File: src/hdl/fpd_pkg.sv
`default_nettype none

package fpd_pkg;

    // opcodes
    localparam logic [6:0] op_load   = 7'b0000111;
    localparam logic [6:0] op_store  = 7'b0100111;
    localparam logic [6:0] op_arith  = 7'b1010011;
    localparam logic [6:0] op_fmadd  = 7'b1000011;
    localparam logic [6:0] op_fmsub  = 7'b1000111;
    localparam logic [6:0] op_fnmsub = 7'b1001011;
    localparam logic [6:0] op_fnmadd = 7'b1001111;

    // fpu operation select
    localparam logic [4:0] sel_fadd      = 5'd0;
    localparam logic [4:0] sel_fsub      = 5'd1;
    localparam logic [4:0] sel_fmul      = 5'd2;
    localparam logic [4:0] sel_fdiv      = 5'd3;
    localparam logic [4:0] sel_fsqrt     = 5'd4;
    localparam logic [4:0] sel_fsgnj     = 5'd5;
    localparam logic [4:0] sel_fsgnjn    = 5'd6;
    localparam logic [4:0] sel_fsgnjx    = 5'd7;
    localparam logic [4:0] sel_fmax      = 5'd8;
    localparam logic [4:0] sel_fmin      = 5'd9;
    localparam logic [4:0] sel_feq       = 5'd10;
    localparam logic [4:0] sel_flt       = 5'd11;
    localparam logic [4:0] sel_fle       = 5'd12;
    localparam logic [4:0] sel_fmv_x_w   = 5'd13;
    localparam logic [4:0] sel_fclass    = 5'd14;
    localparam logic [4:0] sel_fmv_w_x   = 5'd15;
    localparam logic [4:0] sel_fmadd     = 5'd16;
    localparam logic [4:0] sel_fmsub     = 5'd17;
    localparam logic [4:0] sel_fnmsub    = 5'd18;
    localparam logic [4:0] sel_fnmadd    = 5'd19;
    localparam logic [4:0] sel_fcvt_w_s  = 5'd20;
    localparam logic [4:0] sel_fcvt_wu_s = 5'd21;
    localparam logic [4:0] sel_fcvt_s_w  = 5'd22;
    localparam logic [4:0] sel_fcvt_s_wu = 5'd23;
    localparam logic [4:0] sel_none      = 5'b11111;

    ////////////////////////////////////////
    // result word layout, low bit of each field
    localparam int res_w        = 32;
    localparam int res_sel      = 0;     // 5 bits
    localparam int res_rm       = 5;     // 3 bits
    localparam int res_memread  = 8;
    localparam int res_memwrite = 9;
    localparam int res_regwrite = 10;
    localparam int res_fpusrc   = 11;
    localparam int res_illegal  = 12;
    localparam int res_rd       = 13;    // 5 bits
    localparam int res_valid    = 31;

    // bus word addresses
    localparam logic [1:0] addr_ins  = 2'd0;
    localparam logic [1:0] addr_res  = 2'd1;
    localparam logic [1:0] addr_stat = 2'd2;

    typedef union packed {
        struct packed {
            logic [6:0] funct7;
            logic [4:0] rs2;
            logic [4:0] rs1;
            logic [2:0] funct3;
            logic [4:0] rd;
            logic [6:0] opcode;
        } r;
        struct packed {
            logic [4:0] rs3;
            logic [1:0] fmt;     // 00 is single precision
            logic [4:0] rs2;
            logic [4:0] rs1;
            logic [2:0] rm;
            logic [4:0] rd;
            logic [6:0] opcode;
        } r4;
    } fp_ins_u;

endpackage

`default_nettype wire

File: src/hdl/fpd_lane_if.sv
`timescale 1ns/1ps
`default_nettype none

interface fpd_lane_if;
    import fpd_pkg::*;

    logic             ins_valid;
    fp_ins_u          ins;
    logic             ins_ready;
    logic             res_valid;
    logic [res_w-1:0] res;
    logic             res_take;

    modport dispatch (output ins_valid, output ins, input ins_ready);

    modport lane (
        input  ins_valid, ins, res_take,
        output ins_ready, res_valid, res
    );

    // collector also watches acceptances for its in-flight count
    modport collect (
        input  ins_valid, ins_ready, res_valid, res,
        output res_take
    );

endinterface

`default_nettype wire

File: src/hdl/fpd_bus_port.sv
`timescale 1ns/1ps
`default_nettype none

module fpd_bus_port (
    input  logic                      clk,
    input  logic                      arst_n,
    input  logic                      wb_cyc,
    input  logic                      wb_stb,
    input  logic                      wb_we,
    input  logic [1:0]                wb_adr,
    input  logic [31:0]               wb_dat_w,
    output logic [31:0]               wb_dat_r,
    output logic                      wb_ack,
    output logic                      push,
    output fpd_pkg::fp_ins_u          push_data,
    input  logic                      push_done,
    output logic                      pop,
    input  logic [fpd_pkg::res_w-1:0] head_res,
    input  logic                      head_valid,
    input  logic [3:0]                in_flight
);
    import fpd_pkg::*;

    logic             cyc_start;
    logic             ack_go;
    logic [res_w-1:0] rd_word;

    // live strobe not yet acked
    assign cyc_start = wb_cyc & wb_stb & ~wb_ack;

    assign push      = cyc_start & wb_we & (wb_adr == addr_ins);
    assign push_data = wb_dat_w;
    assign pop       = cyc_start & ~wb_we & (wb_adr == addr_res) & head_valid;

    // instruction writes wait for the lane, everything else acks next cycle
    assign ack_go = cyc_start & (push ? push_done : 1'b1);

    always_comb begin
        rd_word = '0;
        case (wb_adr)
            addr_res: begin
                if (head_valid) begin
                    rd_word            = head_res;
                    rd_word[res_valid] = 1'b1;
                end
            end
            addr_stat: rd_word = {{(res_w-4){1'b0}}, in_flight};
            default:   rd_word = '0;
        endcase
    end

    always_ff @(posedge clk or negedge arst_n) begin
        if (!arst_n) begin
            wb_ack <= 1'b0;
        end else begin
            wb_ack <= ack_go;
        end
    end

    always_ff @(posedge clk) begin
        if (cyc_start && !wb_we) begin
            wb_dat_r <= rd_word;    // sampled with the pop
        end
    end

    // classic cycles, one ack pulse per strobe
    assert property (@(posedge clk) disable iff (!arst_n) wb_ack |=> !wb_ack);

endmodule

`default_nettype wire

File: src/hdl/fpd_dispatch.sv
`timescale 1ns/1ps
`default_nettype none

module fpd_dispatch #(
    parameter int LANES = 4
) (
    input  logic             clk,
    input  logic             arst_n,
    input  logic             push,
    input  fpd_pkg::fp_ins_u push_data,
    output logic             push_done,
    fpd_lane_if.dispatch     lanes [LANES]
);
    localparam int pw = (LANES > 1) ? $clog2(LANES) : 1;

    logic [pw-1:0]    ptr;
    logic [LANES-1:0] ready;

    ////////////////////////////////////////
    // per-lane fan out
    for (genvar g = 0; g < LANES; g++) begin : g_lane
        assign ready[g]        = lanes[g].ins_ready;
        assign lanes[g].ins    = push_data;
        assign lanes[g].ins_valid = push_done && (ptr == pw'(g));

        // only a lane with a free slot ever sees a word
        assert property (@(posedge clk) disable iff (!arst_n)
            lanes[g].ins_valid |-> lanes[g].ins_ready);
    end

    // stalls here while the pointed lane is still full
    assign push_done = push & ready[ptr];

    always_ff @(posedge clk or negedge arst_n) begin
        if (!arst_n) begin
            ptr <= '0;
        end else if (push_done) begin
            if (ptr == pw'(LANES - 1)) begin
                ptr <= '0;
            end else begin
                ptr <= ptr + 1'b1;
            end
        end
    end

endmodule

`default_nettype wire

File: src/hdl/fp_ctrl_decode.sv
`timescale 1ns/1ps
`default_nettype none

module fp_ctrl_decode (
    input  logic     clk,
    input  logic     arst_n,
    fpd_lane_if.lane port
);
    import fpd_pkg::*;

    fp_ins_u    ins_q;
    logic       full;
    logic       accept;
    logic [4:0] sel;
    logic [2:0] rm;
    logic [4:0] rd;
    logic       memread;
    logic       memwrite;
    logic       regwrite;
    logic       fpusrc;
    logic       illegal;

    assign accept         = port.ins_valid & port.ins_ready;
    assign port.ins_ready = ~full;
    assign port.res_valid = full;

    always_ff @(posedge clk or negedge arst_n) begin
        if (!arst_n) begin
            full <= 1'b0;
        end else if (accept) begin
            full <= 1'b1;
        end else if (port.res_take) begin
            full <= 1'b0;   // slot free again
        end
    end

    always_ff @(posedge clk) begin
        if (accept) begin
            ins_q <= port.ins;
        end
    end

    ////////////////////////////////////////
    // instruction classify
    always_comb begin
        sel      = sel_none;
        rm       = 3'b000;
        rd       = ins_q.r.rd;
        memread  = 1'b0;
        memwrite = 1'b0;
        regwrite = 1'b0;
        fpusrc   = 1'b0;
        illegal  = 1'b0;
        case (ins_q.r.opcode)
            op_load: begin
                memread  = 1'b1;
                regwrite = 1'b1;
                fpusrc   = 1'b1;
                illegal  = ins_q.r.funct3 != 3'b010;    // flw only
            end
            op_store: begin
                memwrite = 1'b1;
                fpusrc   = 1'b1;
                illegal  = ins_q.r.funct3 != 3'b010;
            end
            op_arith: begin
                regwrite = 1'b1;
                fpusrc   = 1'b1;
                case (ins_q.r.funct7)
                    7'h00: begin sel = sel_fadd;  rm = ins_q.r.funct3; end
                    7'h04: begin sel = sel_fsub;  rm = ins_q.r.funct3; end
                    7'h08: begin sel = sel_fmul;  rm = ins_q.r.funct3; end
                    7'h0c: begin sel = sel_fdiv;  rm = ins_q.r.funct3; end
                    7'h2c: begin sel = sel_fsqrt; rm = ins_q.r.funct3; end
                    7'h10: begin
                        case (ins_q.r.funct3)
                            3'b000:  sel = sel_fsgnj;
                            3'b001:  sel = sel_fsgnjn;
                            3'b010:  sel = sel_fsgnjx;
                            default: illegal = 1'b1;
                        endcase
                    end
                    7'h14: begin
                        case (ins_q.r.funct3)
                            3'b000:  sel = sel_fmax;
                            3'b001:  sel = sel_fmin;
                            default: illegal = 1'b1;
                        endcase
                    end
                    7'h50: begin
                        case (ins_q.r.funct3)
                            3'b010:  sel = sel_feq;
                            3'b001:  sel = sel_flt;
                            3'b000:  sel = sel_fle;
                            default: illegal = 1'b1;
                        endcase
                    end
                    7'h60, 7'h68: begin     // float to int, int to float
                        rm = ins_q.r.funct3;
                        case ({ins_q.r.funct7[3], ins_q.r.rs2})
                            6'h00:   sel = sel_fcvt_w_s;
                            6'h01:   sel = sel_fcvt_wu_s;
                            6'h20:   sel = sel_fcvt_s_w;
                            6'h21:   sel = sel_fcvt_s_wu;
                            default: illegal = 1'b1;
                        endcase
                    end
                    7'h70: begin
                        rm = ins_q.r.funct3;
                        case ({ins_q.r.rs2, ins_q.r.funct3})
                            {5'h00, 3'b000}: sel = sel_fmv_x_w;
                            {5'h00, 3'b001}: sel = sel_fclass;
                            default:         illegal = 1'b1;
                        endcase
                    end
                    7'h78: begin
                        if (ins_q.r.rs2 == 5'h00 && ins_q.r.funct3 == 3'b000) begin
                            sel = sel_fmv_w_x;
                        end else begin
                            illegal = 1'b1;
                        end
                    end
                    default: illegal = 1'b1;
                endcase
            end
            op_fmadd, op_fmsub, op_fnmsub, op_fnmadd: begin
                regwrite = 1'b1;
                fpusrc   = 1'b1;
                rm       = ins_q.r4.rm;
                illegal  = ins_q.r4.fmt != 2'b00;
                case (ins_q.r4.opcode[3:2])   // sub-op sits in opcode bits 3:2
                    2'b00:   sel = sel_fmadd;
                    2'b01:   sel = sel_fmsub;
                    2'b10:   sel = sel_fnmsub;
                    default: sel = sel_fnmadd;
                endcase
            end
            default: illegal = 1'b1;
        endcase

        // illegal word carries nothing but its flag
        if (illegal) begin
            sel      = sel_none;
            rm       = 3'b000;
            rd       = 5'd0;
            memread  = 1'b0;
            memwrite = 1'b0;
            regwrite = 1'b0;
            fpusrc   = 1'b0;
        end
    end

    always_comb begin
        port.res                       = '0;
        port.res[res_sel +: 5]         = sel;
        port.res[res_rm +: 3]          = rm;
        port.res[res_memread]          = memread;
        port.res[res_memwrite]         = memwrite;
        port.res[res_regwrite]         = regwrite;
        port.res[res_fpusrc]           = fpusrc;
        port.res[res_illegal]          = illegal;
        port.res[res_rd +: 5]          = rd;
    end

    // a result only ever follows a word taken in the cycle before
    assert property (@(posedge clk) disable iff (!arst_n)
        $rose(port.res_valid) |-> $past(port.ins_valid && port.ins_ready));

endmodule

`default_nettype wire

File: src/hdl/fpd_collect.sv
`timescale 1ns/1ps
`default_nettype none

module fpd_collect #(
    parameter int LANES = 4
) (
    input  logic                      clk,
    input  logic                      arst_n,
    fpd_lane_if.collect               lanes [LANES],
    input  logic                      pop,
    output logic [fpd_pkg::res_w-1:0] head_res,
    output logic                      head_valid,
    output logic [3:0]                in_flight
);
    import fpd_pkg::*;

    localparam int pw = (LANES > 1) ? $clog2(LANES) : 1;

    logic [pw-1:0]    ptr;
    logic [LANES-1:0] valid;
    logic [LANES-1:0] taken_in;     // acceptance seen per lane
    logic [res_w-1:0] res_arr [LANES];
    logic             drain;

    for (genvar g = 0; g < LANES; g++) begin : g_lane
        assign valid[g]          = lanes[g].res_valid;
        assign res_arr[g]        = lanes[g].res;
        assign taken_in[g]       = lanes[g].ins_valid & lanes[g].ins_ready;
        assign lanes[g].res_take = pop && (ptr == pw'(g)) && valid[g];
    end

    assign head_valid = valid[ptr];
    assign head_res   = res_arr[ptr];
    assign drain      = pop & head_valid;

    ////////////////////////////////////////
    // drain pointer and occupancy
    always_ff @(posedge clk or negedge arst_n) begin
        if (!arst_n) begin
            ptr       <= '0;
            in_flight <= 4'd0;
        end else begin
            if (drain) begin
                ptr <= (ptr == pw'(LANES - 1)) ? '0 : ptr + 1'b1;
            end
            case ({|taken_in, drain})
                2'b10:   in_flight <= in_flight + 4'd1;
                2'b01:   in_flight <= in_flight - 4'd1;
                default: in_flight <= in_flight;    // none, or one in and one out
            endcase
        end
    end

    // never more words in flight than lanes to hold them
    assert property (@(posedge clk) disable iff (!arst_n) in_flight <= 4'(LANES));

endmodule

`default_nettype wire

File: src/hdl/fpd_cluster.sv
`timescale 1ns/1ps
`default_nettype none

module fpd_cluster #(
    parameter int LANES = 4
) (
    input  logic        clk,
    input  logic        arst_n,
    input  logic        wb_cyc,
    input  logic        wb_stb,
    input  logic        wb_we,
    input  logic [1:0]  wb_adr,
    input  logic [31:0] wb_dat_w,
    output logic [31:0] wb_dat_r,
    output logic        wb_ack
);
    import fpd_pkg::*;

    logic             push;
    fp_ins_u          push_data;
    logic             push_done;
    logic             pop;
    logic [res_w-1:0] head_res;
    logic             head_valid;
    logic [3:0]       in_flight;

    fpd_lane_if lane_bus [LANES] ();

    fpd_bus_port u_bus (
        .clk       (clk),
        .arst_n    (arst_n),
        .wb_cyc    (wb_cyc),
        .wb_stb    (wb_stb),
        .wb_we     (wb_we),
        .wb_adr    (wb_adr),
        .wb_dat_w  (wb_dat_w),
        .wb_dat_r  (wb_dat_r),
        .wb_ack    (wb_ack),
        .push      (push),
        .push_data (push_data),
        .push_done (push_done),
        .pop       (pop),
        .head_res  (head_res),
        .head_valid(head_valid),
        .in_flight (in_flight)
    );

    fpd_dispatch #(.LANES(LANES)) u_dispatch (
        .clk      (clk),
        .arst_n   (arst_n),
        .push     (push),
        .push_data(push_data),
        .push_done(push_done),
        .lanes    (lane_bus)
    );

    for (genvar g = 0; g < LANES; g++) begin : g_dec
        fp_ctrl_decode u_lane (
            .clk   (clk),
            .arst_n(arst_n),
            .port  (lane_bus[g])
        );
    end

    fpd_collect #(.LANES(LANES)) u_collect (
        .clk       (clk),
        .arst_n    (arst_n),
        .lanes     (lane_bus),
        .pop       (pop),
        .head_res  (head_res),
        .head_valid(head_valid),
        .in_flight (in_flight)
    );

endmodule

`default_nettype wire

File: config.mk
export PLATFORM = sky130hd
export DESIGN_NAME = fpd_cluster
export DESIGN_NICKNAME = d
export VERILOG_FILES = /design/src/hdl/fpd_pkg.sv /design/src/hdl/fpd_lane_if.sv /design/src/hdl/fpd_bus_port.sv /design/src/hdl/fpd_dispatch.sv /design/src/hdl/fp_ctrl_decode.sv /design/src/hdl/fpd_collect.sv /design/src/hdl/fpd_cluster.sv
export SDC_FILE = /design/constraint.sdc
export NUM_CORES = 1
export LEC_CHECK = 0
export BUFFER_PORTS_ARGS = -buffer_cell sky130_fd_sc_hd__buf_2
export CORE_MARGIN = 5
export CORE_UTILIZATION = 44
export DETAILED_ROUTE_END_ITERATION = 10
export SLEW_MARGIN = 40
export SYNTH_ARGS = -nofsm -noshare
export SYNTH_HDL_FRONTEND = slang
export SYNTH_SLANG_ARGS = --single-unit
File: constraint.sdc
create_clock -name clk -period 6.5 [get_ports clk]
set_input_delay 1.3 -clock clk [delete_from_list [all_inputs] [get_ports clk]]
set_output_delay 1.3 -clock clk [all_outputs]
set_load 0.01 [all_outputs]
# After elaboration in Yosys (flattened, before gate mapping)
# Index checks and enable logic that the tools add are counted.
[totals]
ff_bits = 173
out_inout_bits = 33
inputBits = 39
elab_cells = 399
[classes]
magnitude_cmp = 3
mux = 137
eq_ne = 118
n_reduce_logical = 103
addsub = 4
n_bitwise = 21
[op_table]
columns = ["cell", "count"]
rows = [
  ["$eq 7x7->1 const B", 40],
  ["$pmux 5 s11", 4],
  ["$pmux 5 s2", 12],
  ["$pmux 5 s3", 8],
  ["$bmux 32 s2", 1],
  ["$pmux 32 s2", 1],
  ["$pmux 4 s4", 4],
  ["$mux 1", 63],
  ["$mux 31", 2],
  ["$mux 5", 12],
  ["$eq 7x3->1 const B", 8],
  ["$eq 7x4->1 const B", 8],
  ["$eq 7x5->1 const B", 8],
  ["$eq 7x6->1 const B", 8],
  ["$eq 6x6->1 const B", 8],
  ["$reduce_or 2->1", 20],
  ["$reduce_or 4->1", 9],
  ["$eq 8x1->1 const B", 4],
  ["$logic_not 8->1", 4],
  ["$mux 32", 1],
  ["$reduce_or 8->1", 4],
  ["$logic_not 7->1", 4],
  ["$reduce_or 7->1", 4],
  ["$eq 6x1->1 const B", 4],
  ["other kinds (31)", 145],
]

# Longest topological paths before layout
# Gate-level depths: netlist of run 1.
[depth]
ltp_word = 11
depth_mapped = 14
depth_no_buf = 13

# Cells and area by module
# Synthesis of run 1 repeated with hierarchy kept, for this count alone.
[hier_totals]
cells_unflattened = 985
hier_area_um2 = 10875.4
[by_module_without_submodules]
columns = ["module", "area_each_um2", "instances", "cells_per_inst", "seq_area_each_um2"]
rows = [
  ["fp_ctrl_decode at g_dec[0].u_lane ...", 1699.1, 3, 158, 835.8],
  ["fp_ctrl_decode at g_dec[3].u_lane", 1664.1, 1, 151, 835.8],
  ["fpd_bus_port", 1650.3, 1, 122, 985.9],
  ["fpd_collect", 1285.0, 1, 90, 150.1],
  ["fpd_dispatch", 1178.6, 1, 148, 50.0],
]

# Worst setup path after synthesis of run 1
# OpenSTA, ideal clock, no wires.
[synth_path]
path_kind = "input to register"
from = "input wb_adr[0]"
to = "register u_collect.in_flight[3]"
n_path_buf = 1
cell_stages = 14
arrival_ns = 5.648
path_slack_ns = 0.726
path_cell_list = "inv_1 > ha_1 > nand2_1 > or3_1 > clkbuf_1 > nor3b_1 > nor4_1 > ha_1 > ha_1 > a21o_1 > a21oi_1 > xnor2_1 > nor2_1 > xor2_1"
[synth_via]
elab_chain_cells = 8
word_cells_on_any_way = 20
[synth_rtl]
columns = ["item", "line_no", "source"]
rows = [
  ["from (decl)", "fpd_cluster.sv:12", "input logic [1:0] wb_adr,"],
  ["$logic_not 2->1 *", "fpd_bus_port.sv:31", "assign push = cyc_start & wb_we & (wb_adr == addr_ins);"],
  ["$and 1x1->1 *", "fpd_bus_port.sv:31", ""],
  ["$and 1x1->1 *", "fpd_dispatch.sv:32", "assign push_done = push & ready[ptr];"],
  ["$logic_and 1x1->1 *", "fpd_dispatch.sv:24", "assign lanes[g].ins_valid = push_done && (ptr == pw'(g));"],
  ["$and 1x1->1 *", "n/a", ""],
  ["named net g_dec[0].u_lane.accept", "fp_ctrl_decode.sv:13", "logic accept;"],
  ["$reduce_or 4->1 *", "fpd_collect.sv:46", "case ({|taken_in, drain})"],
  ["$eq 2x1->1 or $eq 2x2->1 (tied branches)", "fpd_collect.sv:46", ""],
  ["$pmux 4 s2 or $reduce_bool 2->1 (tied branches)", "n/a", ""],
  ["to (signal assigned)", "fpd_collect.sv:47", "2'b10: in_flight <= in_flight + 4'd1;"],
  ["to (signal assigned)", "fpd_collect.sv:48", "2'b01: in_flight <= in_flight - 4'd1;"],
  ["to (signal assigned)", "fpd_collect.sv:49", "default: in_flight <= in_flight;"],
  ["to (decl)", "fpd_collect.sv:13", "output logic [3:0] in_flight"],
]
# Mark *: on every way through the listed nets, which the timed path passes. The rest lies on a longest branch.
# A chain may end at the register's enable or synchronous reset.

# Worst setup path after layout of run 1
# Ends and elaborated chain as after synthesis.

==> impl_metrics.yaml, run 1 <==
run_status:
  status: "complete, no violations"
cells_and_area:
  synthToLayoutAreaGrowth_pct: 13.4
  final_util_pct: 50.6
  fillCellCount: 1516
  fin_nets: 789
  multi_input_area_sq_mm: 0.00330
  design_area_sq_mm: 0.00869
  layout-drive-gt1-share_pct: 14.4
  diodes: 0
  regArea_sq_mm: 0.00414
critical_path:
  cp.required_ns: 6.79
  crit_fanout: 29
  cp.arrival_ns: 4.17
  path_buf_inv: 3
  end_kind: "flip-flop"
  crit_family: "simple AND/OR/NAND/NOR gates"
  rr_startpoint: "u_dispatch.ptr[0]"
  worstPathCellList: "buf_2, inv_1, ha_1, nand2_1, or3_1, nor3b_2, buf_4, nor4_1, ha_1, ha_1, a21o_1, a21oi_1, xnor2_1, nor2_1, xor2_1"
  reg2reg_depth: 12
  cpMostUsedCell: "ha_1"
  start_kind: "input port"
  critPathMaxStageDelay_ns: 0.46
  crit_slowest_cell: "or3_1"
  reg2reg_to: "u_collect.in_flight[3]"
  r2r_slack_ns: 2.87
  path_class: "input port to flip-flop"
synth:
  yosys.area.top_type_share_pct: 49.8
  synth_seq_cells: 140
  synth_edf_count: 127
  yosysUniqueCellTypes: 84
  synth_area_per_cell_sq_um: 11.0
  synth_area_sq_mm: 0.00766
  ys_seq_area_share_pct: 54.0
  synthTopCellsByCount: "edfxtp_1, nand2_1, nor2_1, a21oi_1, clkbuf_1"
  yosysTopAreaCell: "edfxtp_1"
  synth.area.top_cells: "edfxtp_1, dfrtp_1, nand2_1, ha_1, a21oi_1"
  synth_ff_type: "edfxtp_1"
  synthCells: 694
  synthArstFlopShare_pct: 9.29
  yosys_warnings: 0
  synth_most_common_cell: "edfxtp_1"
routing:
  firstDrtPassIters: 7
  totalWireLength_microns: 20300
  ant_nets: 0
  post_drt_wl_per_cell_microns: 20.9
  drc_errors: 0
  vias: 6062
  vias_per_cell: 6.23
  dr.first_iter.drc_count: 746
cts:
  clk_pin_slew_ns: 0.06
  cts_tree: "done"
  clockBufferDepth: 2
  clock_sinks: 140
  ctsResizeCount: 0
  cts_max_level: 4
  numCtsBuffers: 17
  clkLatencyLatePin_ns: 0.41
  hold_buffers: 0
  post_cts_buffers: 0
  root_buffer: "clkbuf_16"
sta:
  period_share_pct: 59.6
  finClkSkew_ns: 0.0114
  fin_tns_setup_ns: 0
  grt_setup_unrepaired: "false"
  maxSlewHeadroom_pct: 45.2
  fmax_ghz: 0.258
  period_needed_ns: 3.88
  worstMarginPinSlew_ns: 0.811
  setup_viol: 0
  maxSlewViolCount: 0
  hold_viol: 0
min_path:
  min_path_type: "flip-flop to flip-flop"
  hold_depth: 1
  min_to: "u_collect.in_flight[3]"
  worstHoldStart: "u_collect.in_flight[3]"
floorplanning:
  die_y_microns: 142
  coreArea_sq_mm: 0.0172
  ios: 72
  start_util_pct: 44.6
  die_area_sq_mm: 0.0202
  num_rows: 48
  die_w_microns: 142
global_routing:
  grt_use_total_pct: 20.1
  grt_pass1_vias: 5790
  antenna_found_initial: 0
  grt_first_pass_wirelength_microns: 31400
  grt_use_met3_pct: 3.66
  gr-usage-met1_pct: 27.1
  grt.overflow.total: 0
  top_usage_layer: "met2"
  grt_max_degree: 31
  use_met2_pct: 32.2
power:
  p_leak_nw: 2.93
  peakVddDrop_v: 0.000260
  powerDensity_mw_per_mm2: 243
place:
  gp_congestion: 0.935
  hpwl_microns: 14900
  io_buffers: 53
  post_dp_cell_area_sq_mm: 0.00810
job:
  cap_violations: 0
## sequential cells by signal, summed over array words and instances, names as in the netlist
name	count
g_dec.u_lane.ins_q	108
u_bus.wb_dat_r	19
g_dec.u_lane.port.res_valid	4
u_collect.in_flight	4
u_collect.ptr	2
u_dispatch.ptr	2
u_bus.wb_ack	1
## final cells by class
cell class	count	area share, %
repair buffers	58	3.48
clock inverters	14	1.80
well taps	225	3.24
clock buffers	18	4.94
multi-input cells	497	38.0
inverters	21	0.907
flip-flops and latches	140	47.6
## where the power goes
part / internal, mW / switching [mW] / total, mW
sequential: 1.01 / 0.0353 / 1.05
combinational: 0.0544 / 0.0687 / 0.123
clock: 0.571 / 0.373 / 0.945
## worst max-delay path by stage
stage / start / to / slack [ns] / cells past startpoint
finish: wb_adr[0] / u_collect.in_flight[3] / 2.62 / 15
global route: wb_adr[0] / u_collect.in_flight[3] / 2.42 / 15
CTS: wb_adr[0] / u_collect.in_flight[3] / 2.62 / 15
detailed placement: wb_adr[0] / u_collect.in_flight[3] / 2.19 / 15
global placement: wb_adr[0] / u_collect.in_flight[3] / 2.29 / 15
floorplan: wb_adr[0] / u_collect.in_flight[3] / 0.73 / 14
## logic make-up after synthesis
kind of cell / count (synthesis) / share of synthesized area [%]
muxes: 3 / 0.735
xor gates and xnor gates: 9 / 1.03
other: 1 / 0.0489
adders and majority gates: 15 / 2.55
AOI/OAI and AO/OA: 199 / 18.5
DFF: 140 / 54.0
buffers and inverters: 69 / 4.07
and+or+nand+nor: 258 / 19.1
## placed cells by master, fill, tap and decap left out, drive strengths merged, types with 8 or more instances in the layout
cell type and instances:
edfxtp 127, buf 58, nand2 50, nor2 38, a21oi 33, inv 27
o21ai 26, nor2b 23, nor3 22, nand3 21, clkbuf 18, a31oi 15
ha 14, conb 13, dfrtp 13, nor3b 13, o22ai 12, nor4 11
o31ai 9, and2 8
## metal layers
metal  wire length (microns)  share of wire (%)
met5                       0                  0
met4                     654                3.2
met3                    1320                6.5
met2                    9520                 47
met1                    8840                 43
## stage by stage
step	total power, mW	hold slack [ns]	std cells	setup WS (ns)
final	2.11	0.505	973	2.62
after global routing	2.19	0.515	973	2.42
after CTS	2.13	0.498	973	2.62
after detailed placement	1.19	0.488	941	2.19
after global placement	1.18	0.482	941	2.29
after floorplan	1.14	0.442	706	0.726
## worst register-to-register path: cells and delay by family (launching register included)
family / cells / cell delay (ns)
compound gates: 2 / 0.35
xor+xnor: 2 / 0.27
fa+ha+maj: 2 / 0.54
buf+inv: 1 / 0.40
flops: 1 / 0.47
mux: 1 / 0.54
simple gates: 4 / 0.93
Power figures use the tool's default switching activity.
==> run 2: changes to the inputs <==
--- a/config.mk
+++ b/config.mk
@@ -5,6 +5,7 @@
 export SDC_FILE = /design/constraint.sdc
 export NUM_CORES = 1
 export LEC_CHECK = 0
+export ABC_AREA = 1
 export BUFFER_PORTS_ARGS = -buffer_cell sky130_fd_sc_hd__buf_2
 export CORE_MARGIN = 5
 export CORE_UTILIZATION = 44
==> constraint.sdc (replaced) <==
create_clock -name clk -period 4.05 [get_ports clk]
set_input_delay 0.81 -clock clk [delete_from_list [all_inputs] [get_ports clk]]
set_output_delay 0.81 -clock clk [all_outputs]
set_load 0.01 [all_outputs]
==> run 2 against run 1 <==
Setup slack got worse by 1.4 ns. Cell count increased by 43%. Utilization up 0.40 points. Non-clock buffer count grew 3. Total power up 76%. Register-to-register slack got worse by 1.7 ns. Die area rose by 9.8%. Largest cell class unchanged. Sequential power is 63% higher. Combinational power rose to 4.2 times the previous value. Critical path type is now flip-flop to flip-flop. Critical endpoint unchanged.
==> impl_metrics.yaml, run 2 <==
run_status:
  status: "complete, no violations"
routing:
  routedLengthMet1_microns: 9690
  drc_errors: 0
  vias_per_cell: 5.06
  dr.first_iter.drc_count: 498
  post_drt_wl_per_cell_microns: 15.3
  ant_nets: 0
  firstDrtPassIters: 5
  dr_wl_met2_microns: 10000
  totalWireLength_microns: 21300
  wl_met3_microns: 1210
  vias: 7050
  top_layer: "met4"
cells_and_area:
  layout_common_cells: "nand2_1, nor2_1, inv_1"
  regMostFlops: "g_dec.u_lane.ins_q"
  final_util_pct: 51.0
  synthToLayoutAreaGrowth_pct: 13.4
  design_area_sq_mm: 0.00960
  mostFrequentLayoutCell: "nand2_1"
  top_regs: "g_dec.u_lane.ins_q (108), u_bus.wb_dat_r (19)"
  layout-drive-gt1-share_pct: 14.6
  diodes: 0
  largest_register_ffs: 108
  final_cells: 1394
  fin_nets: 1175
floorplanning:
  ios: 72
  die_w_microns: 149
  coreArea_sq_mm: 0.0188
  die_area_sq_mm: 0.0221
  start_util_pct: 45.0
  num_rows: 50
  die_y_microns: 149
min_path:
  min_path_type: "input port to asynchronous set/reset pin"
critical_path:
  start_kind: "flip-flop"
  crit_start: "u_collect.ptr[1]"
  end_kind: "flip-flop"
  r2r_slack_ns: 1.21
  reg2reg_to: "u_collect.in_flight[3]"
  reg2reg_depth: 14
  cp.arrival_ns: 3.14
  rr_startpoint: "u_collect.ptr[1]"
  cp.required_ns: 4.36
  path_class: "flip-flop to flip-flop"
  crit_fanout: 15
job:
  cap_violations: 0
sta:
  period_needed_ns: 2.84
  worstMarginPinSlew_ns: 0.587
  grt_setup_unrepaired: "false"
  finClkSkew_ns: 0.0103
  setup_viol: 0
  worst_slack_ns: 1.21
  fin_tns_setup_ns: 0
  period_share_pct: 70.0
  hold_viol: 0
  maxSlewHeadroom_pct: 60.5
  fmax_ghz: 0.353
  hold_slack_ns: 0.269
  maxSlewViolCount: 0
power:
  powerDensity_mw_per_mm2: 388
  peakVddDrop_v: 0.000299
  fin_total_pwr_mw: 3.72
  p_leak_nw: 4.13
cts:
  root_buffer: "clkbuf_16"
  numCtsBuffers: 17
  clkLatencyLatePin_ns: 0.42
  cts_tree: "done"
  post_cts_buffers: 0
  clk_pin_slew_ns: 0.07
  ctsResizeCount: 0
  clock_sinks: 140
  clockBufferDepth: 2
  hold_buffers: 0
  cts_max_level: 4
synth:
  synth_area_per_cell_sq_um: 8.05
  synth_area_sq_mm: 0.00847
  synth.area.top_cells: "edfxtp_1, nand2_1, nor2_1, nand3_1, inv_1"
  synthTopCellsByCount: "nand2_1, nor2_1, inv_1, edfxtp_1, nand3_1"
  synth_edf_count: 127
  yosys_warnings: 0
  yosysTopAreaCell: "edfxtp_1"
  synthArstFlopShare_pct: 9.29
  synth_seq_cells: 140
  ys_seq_area_share_pct: 48.9
  synth_most_common_cell: "nand2_1"
  yosys.area.top_type_share_pct: 45.0
  yosysUniqueCellTypes: 47
  synth_ff_type: "edfxtp_1"
  synthCells: 1052
global_routing:
  grt_max_degree: 29
  grt_use_total_pct: 19.8
  grt_pass1_vias: 6669
  antenna_found_initial: 0
  grt_first_pass_wirelength_microns: 34200
  grt.overflow.total: 0
place:
  io_buffers: 53
  place_ws_ns: 0.826
  dp_cells: 1362
  hpwl_microns: 16300
  gp_congestion: 0.922
  post_dp_cell_area_sq_mm: 0.00903
## run 2: where the power goes
group          switching (mW)  total (mW)  internal [mW]
logic                   0.363       0.522          0.159
registers              0.0798        1.71           1.63
clock network           0.677        1.49          0.816
total                    1.12        3.72           2.60
## run 2: routing by layer
metal | global-route usage, % | up-vias
met5 | 0 | -
met4 | 5.22 | 0
met3 | 3.59 | 37
met2 | 32.6 | 201
met1 | 27.1 | 3225
li1 | - | 3587
## run 2: final cells by class
class | count | area, sq um
Timing Repair Buffer | 61 | 325
Sequential cell | 140 | 4140
Multi-Input combinational cell | 757 | 3700
Fill cell | 1779 | 9230
Tap cell | 260 | 325
Clock inverter | 15 | 145
Inverter | 144 | 543
Clock buffer | 17 | 425
## run 2: logic make-up after synthesis
family          synth area share, %
fa+ha+maj                      2.30
flops                          48.9
other cells                  0.0443
xor+xnor                      0.310
compound gates                 7.03
simple gates                   33.2
buf+inv                        8.23
## run 2: worst max-delay path, stage by stage, from the launching register on
cell and delay (ns):
dfrtp_1 0.72, o211ai_1 0.17, nand3_1 0.13, inv_1 0.13, nand2_1 0.11, clkinv_1 0.19
ha_1 0.28, ha_1 0.32, nand2_1 0.07, nor2_1 0.04, a211oi_1 0.22, nor2_1 0.06
nor2_1 0.08, nand2_1 0.07, xnor2_1 0.12
## run 2: worst max-delay path by stage
stage / to / cells after the start
detailed placement: u_collect.in_flight[3] / 19
finish: u_collect.in_flight[3] / 14
global placement: u_collect.in_flight[3] / 19
floorplan: u_collect.in_flight[3] / 18
global route: u_collect.in_flight[3] / 14
CTS: u_collect.in_flight[3] / 14
==> run 3: changes to the inputs <==
==> constraint.sdc (replaced) <==
create_clock -name clk -period 2.95 [get_ports clk]
set_input_delay 0.59 -clock clk [delete_from_list [all_inputs] [get_ports clk]]
set_output_delay 0.59 -clock clk [all_outputs]
set_load 0.01 [all_outputs]
==> run 3 against run 2 <==
Utilization grew 0.053 points. Critical path depth grew 3. Non-clock buffer count grew 5. Via count shrank 0.67%. Flip-flop and latch count is the same. Hold slack lost 0.22 ns. Setup slack lost 0.76 ns. Total power grew 35%. Clock skew shrank 0.0022 ns. Cell count grew 0.36%. Combinational power grew 49%. Critical endpoint unchanged. Highest routed layer unchanged.
==> impl_metrics.yaml, run 3 (synthesized netlist as in run 2, its figures left out) <==
cells_and_area:
  layout-drive-gt1-share_pct: 14.7
  fin_nets: 1180
  layout_common_cells: "nand2_1, nor2_1, inv_1"
  top_regs: "g_dec.u_lane.ins_q (108), u_bus.wb_dat_r (19)"
  largest_register_ffs: 108
  design_area_sq_mm: 0.00961
  final_util_pct: 51.0
  final_cells: 1399
  synthToLayoutAreaGrowth_pct: 13.5
  regMostFlops: "g_dec.u_lane.ins_q"
  mostFrequentLayoutCell: "nand2_1"
  diodes: 0
routing:
  post_drt_wl_per_cell_microns: 15.5
  vias_per_cell: 5.01
  vias: 7003
  ant_nets: 0
  dr.first_iter.drc_count: 396
  firstDrtPassIters: 4
  totalWireLength_microns: 21700
  drc_errors: 0
global_routing:
  grt_use_total_pct: 19.8
  grt_first_pass_wirelength_microns: 33600
  grt_pass1_vias: 6441
  antenna_found_initial: 0
  grt_max_degree: 29
  grt.overflow.total: 0
critical_path:
  rr_startpoint: "u_dispatch.ptr[0]"
  start_kind: "flip-flop"
  r2r_slack_ns: 0.46
  cp.required_ns: 3.27
  reg2reg_depth: 17
  crit_fanout: 7
  path_class: "flip-flop to flip-flop"
  cp.arrival_ns: 2.81
  reg2reg_to: "u_collect.in_flight[3]"
  end_kind: "flip-flop"
place:
  io_buffers: 53
  post_dp_cell_area_sq_mm: 0.00908
  dp_cells: 1367
  gp_congestion: 0.925
  hpwl_microns: 16600
cts:
  root_buffer: "clkbuf_16"
  hold_buffers: 0
  cts_max_level: 4
  cts_tree: "done"
  numCtsBuffers: 17
  ctsResizeCount: 0
  post_cts_buffers: 0
  clock_sinks: 140
  clkLatencyLatePin_ns: 0.43
  clk_pin_slew_ns: 0.06
  clockBufferDepth: 2
floorplanning:
  coreArea_sq_mm: 0.0188
  die_w_microns: 149
  die_y_microns: 149
  num_rows: 50
  die_area_sq_mm: 0.0221
  ios: 72
  start_util_pct: 45.0
power:
  p_sw_mw: 1.46
  p_int_mw: 3.56
  peakVddDrop_v: 0.000419
  p_leak_nw: 4.13
  seqPwrFrac_pct: 45.9
  powerDensity_mw_per_mm2: 523
  sw_frac_of_total_pct: 29.1
  p_comb_share_pct: 15.5
  pwr-share-clk_pct: 38.6
sta:
  grt_setup_unrepaired: "false"
  setup_viol: 0
  period_share_pct: 84.4
  finClkSkew_ns: 0.00807
  hold_viol: 0
  period_needed_ns: 2.49
  worstMarginPinSlew_ns: 0.830
  fmax_ghz: 0.401
  maxSlewHeadroom_pct: 44.2
  maxSlewViolCount: 0
  hold_slack_ns: 0.0501
job:
  cap_violations: 0
run_status:
  status: "complete, no violations"
min_path:
  min_path_type: "input port to asynchronous set/reset pin"
run 3: cell count changes in the layout (fill, tap and decap cells not counted), sizes merged:
| cell | before | now |
|---|---|---|
| buf | 61 | 66 |
| clkbuf | 17 | 20 |
| clkinv | 5 | 8 |
| clkinvlp | 1 | 2 |
| inv | 153 | 146 |
run 3: stage by stage:
stage / setup TNS, ns / worst slack (ns) / power, mW
floorplan: -0.255 / -0.241 / 2.85
global placement: 0 / 0.203 / 3.11
detailed placement: 0 / 0.151 / 3.12
CTS: 0 / 0.464 / 5.05
global route: 0 / 0.161 / 5.25
finish: 0 / 0.459 / 5.03
run 3: metal layers:
layer  wire (microns)  GRT usage (%)  vias up
met4              280           5.40        0
met3             1130           3.43       24
met5                0              0        -
li1                 -              -     3598
met2            10000           31.9      174
met1            10200           27.7     3207
run 3: critical path: stages, from the launching register on:
cell and delay (ns):
dfrtp_1 0.44, a21oi_1 0.16, o21ai_0 0.09, nand2_1 0.09
nand2_1 0.11, inv_1 0.13, nand3_1 0.11, nand4_1 0.11
inv_1 0.05, ha_2 0.20, ha_1 0.27, nand2_1 0.06
nor2_1 0.04, a211oi_2 0.17, nor2_1 0.06, nor2_1 0.09
nand2_1 0.07, xnor2_1 0.12
run 3: layout make-up:
class                   count  area (sq um)
clock buffers              20           437
clock inverters            12          92.6
fillers                  1798          9220
inverters                 144           543
multi-input cells         757          3710
flip-flops and latches    140          4140
well taps                 260           325
repair buffers             66           363
run 3: power groups by stage:
stage                     registers [mW]  logic [mW]  clock network (mW)
after CTS                           2.31       0.781                1.96
after floorplan                     2.35       0.500                   0
after detailed placement            2.34       0.777                   0
after global placement              2.34       0.767                   0
final                               2.31       0.779                1.94
after global routing                2.32       0.871                2.07
run 3: how the worst max path moves through the flow:
stage | slack (ns) | from | cells after the start | end
6_report | 0.46 | u_dispatch.ptr[0] | 17 | u_collect.in_flight[3]
5_1_grt | 0.16 | u_dispatch.ptr[0] | 17 | u_collect.in_flight[3]
4_1_cts | 0.46 | u_dispatch.ptr[0] | 17 | u_collect.in_flight[3]
3_5_place_dp | 0.15 | wb_adr[0] | 19 | u_collect.in_flight[3]
3_3_place_gp | 0.20 | wb_adr[0] | 19 | u_collect.in_flight[3]
2_1_floorplan | -0.24 | wb_adr[0] | 18 | u_collect.in_flight[3]
